### config.mk
export PLATFORM = sky130hd
export DESIGN_NAME = readyScoreboard
export DESIGN_NICKNAME = d
export VERILOG_FILES = /design/src/rtl/rrConfigPkg.sv /design/src/rtl/rrTypesPkg.sv /design/src/rtl/readyScoreboard.sv
export SDC_FILE = /design/constraint.sdc
export NUM_CORES = 1
export LEC_CHECK = 0
export ABC_CLOCK_PERIOD_IN_PS = 1700
export BUFFER_PORTS_ARGS = -buffer_cell sky130_fd_sc_hd__buf_2
export CORE_MARGIN = 2
export CORE_UTILIZATION = 45
export DETAILED_ROUTE_END_ITERATION = 8
export GPL_TIMING_DRIVEN = 0
export PLACE_DENSITY = 0.68
export RECOVER_POWER = 100
export SLEW_MARGIN = 20
export SYNTH_ARGS = -nofsm -noshare
export SYNTH_HDL_FRONTEND = slang
export SYNTH_SLANG_ARGS = --single-unit
export TNS_END_PERCENT = 100
### constraint.sdc
create_clock -name clk -period 1.7 [get_ports clk]
set_input_delay 0.17 -clock clk [delete_from_list [all_inputs] [get_ports clk]]
set_output_delay 0.17 -clock clk [all_outputs]
set_load 0.01 [all_outputs]
### src/rtl/rrConfigPkg.sv
// **************************************************
// Sizes and counts shared by the register-read stage.
// **************************************************

`default_nettype none

package rrConfigPkg;

  // Issue lanes; the bypass network has one port per lane.
  localparam int NUM_LANES = 4;

  localparam int NUM_PHYS_REGS = 64;
  localparam int PHYS_TAG_W = 6;    // Enough to index every physical register.
  localparam int DATA_W = 32;

  // Branch checkpoints and the id that selects one of them.
  localparam int NUM_CHECKPOINTS = 4;
  localparam int CKPT_ID_W = 2;

  // Architectural registers are mapped and ready out of reset.
  localparam int NUM_ARCH_REGS = 32;

  localparam int AL_ID_W = 7;

endpackage

`default_nettype wire

### src/rtl/rrTypesPkg.sv
// **************************************************
// Typed vectors for tags, data, masks and ids.
// **************************************************

`default_nettype none

package rrTypesPkg;

  import rrConfigPkg::*;

  typedef logic [PHYS_TAG_W-1:0] physTag_t;
  typedef logic [DATA_W-1:0] regData_t;

  // One bit per checkpoint the instruction sits behind.
  typedef logic [NUM_CHECKPOINTS-1:0] branchMask_t;
  typedef logic [CKPT_ID_W-1:0] ckptId_t;

  typedef logic [AL_ID_W-1:0] alId_t;
  typedef logic [NUM_PHYS_REGS-1:0] readyVec_t;   // Indexed by physical tag.

endpackage

`default_nettype wire

### src/rtl/readyScoreboard.sv
// **************************************************
// Ready bit per physical register, cleared on unmap and
// set again on wakeup.
// **************************************************

`timescale 1ns/1ps
`default_nettype none

module readyScoreboard (
  input  logic clk,
  input  logic rst_i,
  input  logic exception_i,
  input  logic [rrConfigPkg::NUM_LANES-1:0] unmapValid_i,
  input  rrTypesPkg::physTag_t [rrConfigPkg::NUM_LANES-1:0] unmapTag_i,
  input  logic [rrConfigPkg::NUM_LANES-1:0] wakeupValid_i,
  input  rrTypesPkg::physTag_t [rrConfigPkg::NUM_LANES-1:0] wakeupTag_i,
  output rrTypesPkg::readyVec_t phyRegRdy_o
);

  import rrConfigPkg::*;
  import rrTypesPkg::*;

  readyVec_t readyNext;

  // Wakeups are applied after unmaps so a set beats a clear on the same tag.
  always_comb begin
    readyNext = phyRegRdy_o;
    for (int u = 0; u < NUM_LANES; u++) begin
      if (unmapValid_i[u]) begin
        readyNext[unmapTag_i[u]] = 1'b0;
      end
    end
    for (int k = 0; k < NUM_LANES; k++) begin
      if (wakeupValid_i[k]) begin
        readyNext[wakeupTag_i[k]] = 1'b1;
      end
    end
  end

  always_ff @(posedge clk) begin
    if (rst_i || exception_i) begin
      // Only the architectural mappings hold committed values.
      phyRegRdy_o <= {{(NUM_PHYS_REGS - NUM_ARCH_REGS){1'b0}}, {NUM_ARCH_REGS{1'b1}}};
    end else begin
      phyRegRdy_o <= readyNext;
    end
  end

endmodule

`default_nettype wire

==> impl_metrics.json <==
{
  "post-synth-top-count-cell": "o22ai_1",
  "yosysTopAreaCell": "dfxtp_1",
  "synth_common_cells": "o22ai_1, clkbuf_1, dfxtp_1",
  "crit_fanout": 8,
  "dpl.hpwl_um": 18900,
  "slowest_delay_ns": 1.07,
  "grt_overflow": 0,
  "holdPathStages": 4,
  "synth_compound_area_share_pct": 37.0,
  "post_cts_buffers": 0,
  "clock-sinks": 64,
  "ios": 123,
  "std_cell_rows": 41,
  "die-height_um": 117,
  "setup_viol": 0,
  "core_area_mm2": 0.0126,
  "initial_core_util_pct": 46.0,
  "wl_per_cell_um": 25.0,
  "reg_top3": "phyRegRdy_o: 64 flops",
  "syn-instance-count": 787,
  "min_to": "phyRegRdy_o[32]",
  "worst_r2r_path_depth": 3,
  "slew_headroom_pct": 12.9,
  "synth.area.mux_share_pct": 0,
  "antenna_cells": 0,
  "power_mw": 4.06,
  "finalInstanceArea_mm2": 0.00660,
  "r2r_slack_ns": 0.64,
  "worstSetupStartpointType": "input port",
  "yosysSeqAreaShare_pct": 22.2,
  "reg2reg_from": "phyRegRdy_o[35]",
  "cpMostUsedCell": "o21ai_0",
  "nets": 940,
  "crit_type": "in -> reg",
  "stdcell_count": 1056,
  "async_flop_share_pct": 0,
  "die_w_um": 117,
  "area_growth_pct": 14.3,
  "critical_path_buf_inv_count": 1,
  "peakVddDrop_mv": 0.437,
  "cts_root_buf": "clkbuf_16",
  "yosysTopAreaCellShare_pct": 22.2,
  "synthTopCellsByArea": "dfxtp_1, o22ai_1, a22oi_1, clkbuf_1, o21ai_0",
  "postRouteAntennaNets": 0,
  "rsz0062_at_grt": "false",
  "p_per_area_mw_per_mm2": 615,
  "grt_start_max_net_pins": 11,
  "yosysWarnings": 0,
  "drt-total-wl_um": 26400,
  "synth_edf_count": 0,
  "largest_reg_flops": 64,
  "cts_made_buffers": 9,
  "final_core_util_pct": 52.5,
  "synth_fa_ha_area_share_pct": 0,
  "fmax_ghz": 0.590,
  "path_cells": "clkbuf_1 -> nor3b_1 -> a22oi_1 -> o21ai_0 -> o21ai_0",
  "clkTransAtPathRegs_ns": 0.05,
  "critPathTopFamily": "simple AND/OR/NAND/NOR gates",
  "grt_pass1_vias": 6325,
  "syn-num-nets": 846,
  "dr.pass1.iters": 6,
  "drive_gt1_share_pct": 6.56,
  "drt-initial-drc-count": 1431,
  "drv_slew": 0,
  "outcome": "finished, final reports clean",
  "via_count": 7736,
  "cts_tree": "done",
  "antenna_found_initial": 0,
  "hold_path.class": "in -> reg",
  "fin_crit_ns": 1.69,
  "hold_buffers": 0,
  "fillCellCount": 1322,
  "synth_simple_gate_area_share_pct": 32.9,
  "setup_ws_ns": 0.00513,
  "max_cap_violations": 0,
  "grt_usage_pct": 36.5,
  "htree_levels": 3,
  "synth_area_per_cell_um2": 7.34,
  "dp_cells": 1042,
  "cp_slowest_cell": "nor3b_1",
  "cp.arrival_ns": 1.89,
  "syn_area_mm2": 0.00578,
  "end_kind": "flip-flop",
  "power.leakage_nw": 1.87,
  "cts.repair.resized": 0,
  "hold_viol": 0,
  "hp-start": "rst_i",
  "place_congestion": 1.01,
  "io_buffers": 83,
  "grt_pass1_wl_um": 37900,
  "regMostFlops": "phyRegRdy_o",
  "drc": 0,
  "worst_pin_slew_ns": 1.30,
  "via_per_inst": 7.33,
  "ys.flop_type": "dfxtp_1",
  "clock_tree.buffer_depth": 2,
  "die_area_mm2": 0.0138,
  "period_share_pct": 99.7,
  "synth.distinct_cells": 40,
  "synth_seq_cells": 64,
  "r2r-end": "phyRegRdy_o[35]",
  "worst_ep_required_time_ns": 1.89,
  "finalClockSkew_ns": 0,
  "clk_latency_ns": 0.33,
  "synth_top_family_by_area": "compound AO/OA/AOI/OAI gates",
  "synthXorXnorAreaFrac_pct": 0,
  "place_area_mm2": 0.00641,
  "place_ws_ns": -0.321
}
==> stage by stage <==
| step | TNS (ns) | hold WS [ns] |
|---|---|---|
| finish | 0 | 0.214 |
| global route | 0 | 0.234 |
| CTS | 0 | 0.206 |
| detailed placement | -4.34 | 0.449 |
| global placement | -4.24 | 0.447 |
| floorplan | 0 | 0.394 |
==> kinds of logic after synthesis <==
kind of cell	after synthesis
compound gates	329
buf+inv	110
flops	64
simple gates	284
==> placed cells by master (no fill, tap or decap), types with 2 or more instances in the layout <==
| cell type | netlist | layout |
|---|---|---|
| and4_1 | 4 | 4 |
| o22ai_1 | 166 | 166 |
| nand4_1 | 8 | 8 |
| nor4b_1 | 4 | 4 |
| nand2_1 | 29 | 29 |
| and3b_1 | 4 | 4 |
| o41ai_1 | 29 | 29 |
| o2111ai_1 | 2 | 2 |
| nand3b_1 | 24 | 24 |
| or3b_1 | 15 | 15 |
| or3_1 | 8 | 8 |
| nor3b_2 | 0 | 2 |
| nand4b_1 | 24 | 24 |
| nor3_1 | 31 | 29 |
| o21ai_0 | 62 | 66 |
| nor3b_1 | 9 | 7 |
| o31ai_1 | 6 | 6 |
| and4b_1 | 11 | 11 |
| nand4bb_1 | 20 | 20 |
| a211oi_1 | 4 | 4 |
| dfxtp_1 | 64 | 64 |
| o31a_1 | 3 | 3 |
| clkbuf_2 | 0 | 4 |
| clkbuf_16 | 0 | 9 |
| buf_6 | 3 | 3 |
| inv_1 | 2 | 2 |
| a22oi_1 | 43 | 43 |
| nor3_2 | 0 | 2 |
| o21ai_1 | 10 | 6 |
| clkbuf_1 | 84 | 152 |
| or4b_1 | 4 | 4 |
| buf_2 | 18 | 33 |
| buf_1 | 3 | 2 |
| nand3_1 | 32 | 32 |
| nor4bb_1 | 12 | 12 |
| nor2_1 | 41 | 41 |
==> layer usage <==
layer,part of all wire [%],up-vias,track usage (%)
li1,-,3389,-
met1,38,3486,50.3
met2,41,765,52.5
met3,17,96,11.7
met4,4.2,0,15.0
met5,0,-,0
==> layout make-up <==
class                           count  area [um^2]  area share [%]
Tap cell                          172          215            3.26
Clock inverter                      1         5.00          0.0758
Clock buffer                       13          250            3.79
Sequential cell                    64         1280            19.4
Multi-Input combinational cell    613         4060            61.4
Buffer                            108          450            6.82
Timing Repair Buffer               83          335            5.08
Inverter                            2         7.51           0.114
==> how the worst max path moves through the flow <==
stage / cells after the start / slack (ns) / endpoint / startpoint
global placement: 7 / -0.31 / phyRegRdy_o[18] / exception_i
floorplan: 6 / 0.22 / phyRegRdy_o[7] / unmapTag_i[11]
global route: 6 / 0.01 / phyRegRdy_o[13] / wakeupTag_i[22]
finish: 5 / 0.005 / phyRegRdy_o[13] / unmapTag_i[22]
CTS: 7 / 0.03 / phyRegRdy_o[18] / exception_i
detailed placement: 7 / -0.32 / phyRegRdy_o[18] / exception_i
==> where the power goes <==
| group | total (mW) | internal [mW] | switching [mW] | leakage (nW) |
|---|---|---|---|---|
| clock | 1.66 | 1.01 | 0.655 | 0.126 |
| combinational | 0.870 | 0.259 | 0.611 | 1.22 |
| sequential | 1.53 | 1.52 | 0.00998 | 0.518 |
==> worst register-to-register path, stage by stage, from the launching register on <==
cell	delay, ns
dfxtp_1	0.38
o21ai_0	0.10
a211oi_1	0.33
o31a_1	0.19
(Power assumes the default switching activity.)
