--- config.mk ---
export PLATFORM = sky130hd
export DESIGN_NAME = operandLane_flat
export DESIGN_NICKNAME = d
export VERILOG_FILES = /design/src/rtl/rrConfigPkg.sv /design/src/rtl/rrTypesPkg.sv /design/src/rtl/regReadIf.sv /design/src/rtl/operandLane.sv /design/src/flat_wrapper.sv
export SDC_FILE = /design/constraint.sdc
export NUM_CORES = 1
export LEC_CHECK = 0
export ABC_AREA = 0
export BUFFER_PORTS_ARGS = -buffer_cell sky130_fd_sc_hd__clkbuf_2
export CORE_MARGIN = 8
export CORE_UTILIZATION = 33
export DETAILED_ROUTE_END_ITERATION = 12
export PLACE_DENSITY = 0.67
export SYNTH_ARGS = -nofsm -noshare
export SYNTH_HDL_FRONTEND = slang
export SYNTH_SLANG_ARGS = --single-unit
--- constraint.sdc ---
create_clock -name clk -period 1.67 [get_ports clk]
set_input_delay 0.0835 -clock clk [delete_from_list [all_inputs] [get_ports clk]]
set_output_delay 0.0835 -clock clk [all_outputs]
set_load 0.05 [all_outputs]
--- src/rtl/rrConfigPkg.sv ---
// **************************************************
// Sizes and counts shared by the register-read stage.
// **************************************************

`default_nettype none

package rrConfigPkg;

  // Issue lanes; the bypass network has one port per lane.
  localparam int NUM_LANES = 4;

  localparam int NUM_PHYS_REGS = 64;
  localparam int PHYS_TAG_W = 6;    // Enough to index every physical register.
  localparam int DATA_W = 32;

  // Branch checkpoints and the id that selects one of them.
  localparam int NUM_CHECKPOINTS = 4;
  localparam int CKPT_ID_W = 2;

  // Architectural registers are mapped and ready out of reset.
  localparam int NUM_ARCH_REGS = 32;

  localparam int AL_ID_W = 7;

endpackage

`default_nettype wire

--- src/rtl/rrTypesPkg.sv ---
// **************************************************
// Typed vectors for tags, data, masks and ids.
// **************************************************

`default_nettype none

package rrTypesPkg;

  import rrConfigPkg::*;

  typedef logic [PHYS_TAG_W-1:0] physTag_t;
  typedef logic [DATA_W-1:0] regData_t;

  // One bit per checkpoint the instruction sits behind.
  typedef logic [NUM_CHECKPOINTS-1:0] branchMask_t;
  typedef logic [CKPT_ID_W-1:0] ckptId_t;

  typedef logic [AL_ID_W-1:0] alId_t;
  typedef logic [NUM_PHYS_REGS-1:0] readyVec_t;   // Indexed by physical tag.

endpackage

`default_nettype wire

--- src/rtl/regReadIf.sv ---
// **************************************************
// One lane's read request to the register file.
// **************************************************

`timescale 1ns/1ps
`default_nettype none

interface regReadIf;

  import rrTypesPkg::*;

  physTag_t src1Tag;
  physTag_t src2Tag;
  regData_t src1Data;
  regData_t src2Data;

  // The lane presents tags and gets data back in the same cycle.
  modport lane (output src1Tag, output src2Tag, input src1Data, input src2Data);

  modport file (input src1Tag, input src2Tag, output src1Data, output src2Data);

endinterface

`default_nettype wire

--- src/rtl/operandLane.sv ---
// **************************************************
// One issue lane with operand read, bypass select, squash
// and the output register of the stage.
// **************************************************

`timescale 1ns/1ps
`default_nettype none

module operandLane (
  input  logic clk,
  input  logic rst_i,
  input  logic issueValid_i,
  input  rrTypesPkg::physTag_t src1Tag_i,
  input  rrTypesPkg::physTag_t src2Tag_i,
  input  rrTypesPkg::branchMask_t branchMask_i,
  input  rrTypesPkg::alId_t alId_i,
  regReadIf.lane readPort,
  input  logic [rrConfigPkg::NUM_LANES-1:0] bypassValid_i,
  input  rrTypesPkg::physTag_t [rrConfigPkg::NUM_LANES-1:0] bypassDest_i,
  input  rrTypesPkg::regData_t [rrConfigPkg::NUM_LANES-1:0] bypassData_i,
  input  logic mispredict_i,
  input  rrTypesPkg::ckptId_t mispredictCkpt_i,
  output logic laneValid_o,
  output rrTypesPkg::regData_t src1Data_o,
  output rrTypesPkg::regData_t src2Data_o,
  output rrTypesPkg::alId_t alId_o
);

  import rrConfigPkg::*;
  import rrTypesPkg::*;

  regData_t src1Operand;
  regData_t src2Operand;
  logic squash;

  // Scanning from the top port down leaves the lowest matching port in place.
  function automatic regData_t pickOperand(input physTag_t tag, input regData_t fileData);
    regData_t result;
    result = fileData;
    for (int p = NUM_LANES - 1; p >= 0; p--) begin
      if (bypassValid_i[p] && (bypassDest_i[p] == tag)) begin
        result = bypassData_i[p];
      end
    end
    return result;
  endfunction

  assign readPort.src1Tag = src1Tag_i;
  assign readPort.src2Tag = src2Tag_i;

  // Bypass wins over the file even while writes are held off by recovery.
  always_comb begin
    src1Operand = pickOperand(src1Tag_i, readPort.src1Data);
    src2Operand = pickOperand(src2Tag_i, readPort.src2Data);
  end

  assign squash = mispredict_i && branchMask_i[mispredictCkpt_i];  // Lane depends on bad branch.

  always_ff @(posedge clk) begin
    if (rst_i) begin
      laneValid_o <= 1'b0;
    end else begin
      laneValid_o <= issueValid_i && !squash;
    end
  end

  // Payload moves every cycle whether or not the lane is valid.
  always_ff @(posedge clk) begin
    src1Data_o <= src1Operand;
    src2Data_o <= src2Operand;
    alId_o <= alId_i;
  end

endmodule

`default_nettype wire

--- src/flat_wrapper.sv ---
// flat-port wrapper written by rule: the top's interface ports become plain ports
module operandLane_flat import rrConfigPkg::*; import rrTypesPkg::*;
  (clk, rst_i, issueValid_i, src1Tag_i, src2Tag_i, branchMask_i, alId_i, bypassValid_i, bypassDest_i, bypassData_i, mispredict_i, mispredictCkpt_i, laneValid_o, src1Data_o, src2Data_o, alId_o, readPort_src1Tag, readPort_src2Tag, readPort_src1Data, readPort_src2Data);
  regReadIf readPort_i ();
  input  logic clk;
  input  logic rst_i;
  input  logic issueValid_i;
  input  rrTypesPkg::physTag_t src1Tag_i;
  input  rrTypesPkg::physTag_t src2Tag_i;
  input  rrTypesPkg::branchMask_t branchMask_i;
  input  rrTypesPkg::alId_t alId_i;
  input  logic [rrConfigPkg::NUM_LANES-1:0] bypassValid_i;
  input  rrTypesPkg::physTag_t [rrConfigPkg::NUM_LANES-1:0] bypassDest_i;
  input  rrTypesPkg::regData_t [rrConfigPkg::NUM_LANES-1:0] bypassData_i;
  input  logic mispredict_i;
  input  rrTypesPkg::ckptId_t mispredictCkpt_i;
  output logic laneValid_o;
  output rrTypesPkg::regData_t src1Data_o;
  output rrTypesPkg::regData_t src2Data_o;
  output rrTypesPkg::alId_t alId_o;
  output wire logic [$bits(readPort_i.src1Tag)-1:0] readPort_src1Tag;
  output wire logic [$bits(readPort_i.src2Tag)-1:0] readPort_src2Tag;
  input wire logic [$bits(readPort_i.src1Data)-1:0] readPort_src1Data;
  input wire logic [$bits(readPort_i.src2Data)-1:0] readPort_src2Data;
  assign readPort_src1Tag = readPort_i.src1Tag;
  assign readPort_src2Tag = readPort_i.src2Tag;
  assign readPort_i.src1Data = readPort_src1Data;
  assign readPort_i.src2Data = readPort_src2Data;
  operandLane u_core (.clk(clk), .rst_i(rst_i), .issueValid_i(issueValid_i), .src1Tag_i(src1Tag_i), .src2Tag_i(src2Tag_i), .branchMask_i(branchMask_i), .alId_i(alId_i), .readPort(readPort_i), .bypassValid_i(bypassValid_i), .bypassDest_i(bypassDest_i), .bypassData_i(bypassData_i), .mispredict_i(mispredict_i), .mispredictCkpt_i(mispredictCkpt_i), .laneValid_o(laneValid_o), .src1Data_o(src1Data_o), .src2Data_o(src2Data_o), .alId_o(alId_o));
endmodule
==> results.json <==
{
  "fmax_mhz": 684,
  "finalSetupViolCount": 0,
  "vias_per_cell": 5.68,
  "cts_sinks": 72,
  "rsz0062_at_grt": "no",
  "die_h_um": 136,
  "core_um2": 14300,
  "cts-root-buf": "clkbuf_16",
  "synth_seq_area_share_pct": 30.2,
  "tns_ps": 0,
  "port_buffers": 332,
  "yosys.area.top_type": "dfxtp_1",
  "p_per_area_nw_per_um2": 765,
  "final_nets": 1236,
  "critPathSlowestCell": "nor4_4",
  "ys_warn_count": 0,
  "fin_crit_sh_pct": 87.6,
  "vias": 6688,
  "synth_cells": 609,
  "synth_cell_types": 28,
  "ant_nets": 0,
  "leakage_nw": 3.52,
  "die-area_um2": 18600,
  "clk_pin_slew_ps": 60,
  "antenna_found_initial": 1,
  "cts_buffers": 9,
  "drv_cap": 0,
  "drt_iter0_markers": 580,
  "final_util_pct": 54.6,
  "crit_chain": "clkbuf_2, xor2_1, nor4_4, and2_1, buf_12, a211oi_1, o311ai_1",
  "critPathMaxFanout": 15,
  "slew_headroom_pct": 68.3,
  "synth_nets": 858,
  "cts_tree": "done",
  "cp.arrival_ps": 1690,
  "drc": 0,
  "ys.flop_type": "dfxtp_1",
  "dp.cells": 1104,
  "async_flop_share_pct": 0,
  "routedWlPerCell_um": 21.8,
  "crit_start": "src2Tag_i[5]",
  "initial_core_util_pct": 33.3,
  "regArea_um2": 1440,
  "tightest_slew_ps": 475,
  "whs_path_depth": 3,
  "cts_setup_buffers": 0,
  "synth_most_common_cell": "dfxtp_1",
  "grt_pass1_vias": 6981,
  "syn_avg_cell_area_um2": 7.84,
  "final_cell_count_no_fill": 1177,
  "dp_hpwl_mm": 19.6,
  "slowest_delay_ps": 340,
  "synthesis.area_um2": 4770,
  "maxSlewViolCount": 0,
  "grt_pass1_wl_mm": 38.2,
  "finalHoldViolations": 0,
  "syn_to_final_growth_pct": 63.7,
  "critPathCaptureType": "register",
  "layout-drive-gt1-share_pct": 41.3,
  "multi_input_area_um2": 3020,
  "clk_path_buf_depth": 2,
  "ys_top_cells_by_area": "dfxtp_1 (30%), o311ai_1 (12%), a211oi_1 (10%)",
  "pin_count": 333,
  "path_class": "input port to register",
  "worstPathRequired_ps": 1900,
  "holdBufCountCts": 56,
  "track_usage_pct": 26.6,
  "drtPass1Iterations": 5,
  "whs_endpoint": "u_core.src1Data_o[3]",
  "status": "finished, final reports clean",
  "grt_overflow_total": 0,
  "critPathLaunchType": "input port",
  "ctsResizeCount": 0,
  "vdd_drop_max_v": 0.000408,
  "fin_crit_ps": 1460,
  "fill_cells": 1390,
  "synth_common_cells": "dfxtp_1 (72), nand2_1 (67), nand3_1 (66), nor2_1 (66)",
  "place_congestion": 0.862,
  "hold_class": "input port to register",
  "synth_enable_flop_cells": 0,
  "min_from": "bypassData_i[35]",
  "rows": 44,
  "yosys.area.top_type_share_pct": 30.2,
  "ys_ff_latch": 72,
  "grt_start_max_net_pins": 33,
  "wirelength_mm": 25.7,
  "die_w_um": 136,
  "h-tree-depth": 3
}
[critical path: cells and delay by family]
| family | cells | cell delay, ps |
|---|---|---|
| buffers and inverters | 2 | 330 |
| xor gates and xnor gates | 1 | 200 |
| and+or+nand+nor | 2 | 630 |
| AOI/OAI and AO/OA | 2 | 420 |
[layer usage]
layer,global-route usage [%],share of wire [%],vias to the layer above
met3,7.39,12,78
met4,11.2,3.0,0
li1,-,-,3014
met1,30.6,37,3065
met2,45.3,49,531
met5,0,0,-
[registers in the layout, indices dropped and copies added, names as in the netlist]
signal and flops:
u_core.alId_o 7, u_core.src1Data_o 32, u_core.laneValid_o 1, u_core.src2Data_o 32
[final cells by class]
| class | instances | share of cell area (%) |
|---|---|---|
| multi-input cells | 464 | 38.7 |
| clock inverters | 6 | 1.47 |
| clock buffers | 10 | 2.93 |
| diodes | 1 | 0.0320 |
| flip-flops and latches | 72 | 18.4 |
| well taps | 184 | 2.95 |
| repair buffers | 439 | 35.4 |
| inverters | 1 | 0.0480 |
[worst max-delay path by stage]
stage	to
final	u_core.src2Data_o[15]
after global routing	u_core.src1Data_o[6]
after CTS	u_core.src2Data_o[11]
after detailed placement	u_core.src2Data_o[11]
after global placement	u_core.src2Data_o[15]
after floorplan	u_core.src1Data_o[21]
[through the flow]
| step | instance area (µm²) | power (mW) | setup slack, ps | hold slack, ps |
|---|---|---|---|---|
| detailed placement | 6910 | 3.61 | -144 | 187 |
| floorplan | 4770 | 2.90 | 169 | 111 |
| CTS | 7810 | 6.00 | 215 | 0.534 |
| global placement | 6910 | 3.60 | -100 | 186 |
| finish | 7810 | 5.98 | 208 | 11.4 |
| global route | 7810 | 6.19 | 85.6 | 6.86 |
[cells in the final DEF, fill, tap and decap left out, types with 2 or more instances in the layout]
cell type and instances:
clkbuf_2 332, dfxtp_1 72, nand2_1 67, nand3_1 66
a211oi_1 64, nor2_1 64, o311ai_1 64, dlygate4sd3_1 56
a21boi_0 48, buf_4 38, xor2_1 24, xnor2_1 24
buf_12 13, clkbuf_16 9, a21boi_1 8, and3_1 8
nor4_4 4, and2_1 4, nand4_1 4, or2_2 3
bufinv_16 3, nor3_1 2, and4_1 2, nor2_4 2
[kinds of logic after synthesis]
family                 synth area share [%]
XOR/XNOR                               8.81
buffers and inverters                  7.34
flip-flops                             30.2
multiplexers                          0.472
AO/OA/AOI/OAI                          30.7
AND/OR/NAND/NOR                        22.4
[power breakdown]
| part | switching (mW) | internal [mW] | total, mW |
|---|---|---|---|
| clock network | 0.820 | 1.47 | 2.29 |
| registers | 0.0445 | 1.86 | 1.90 |
| logic | 1.12 | 0.664 | 1.79 |
Power figures use the tool's default switching activity.
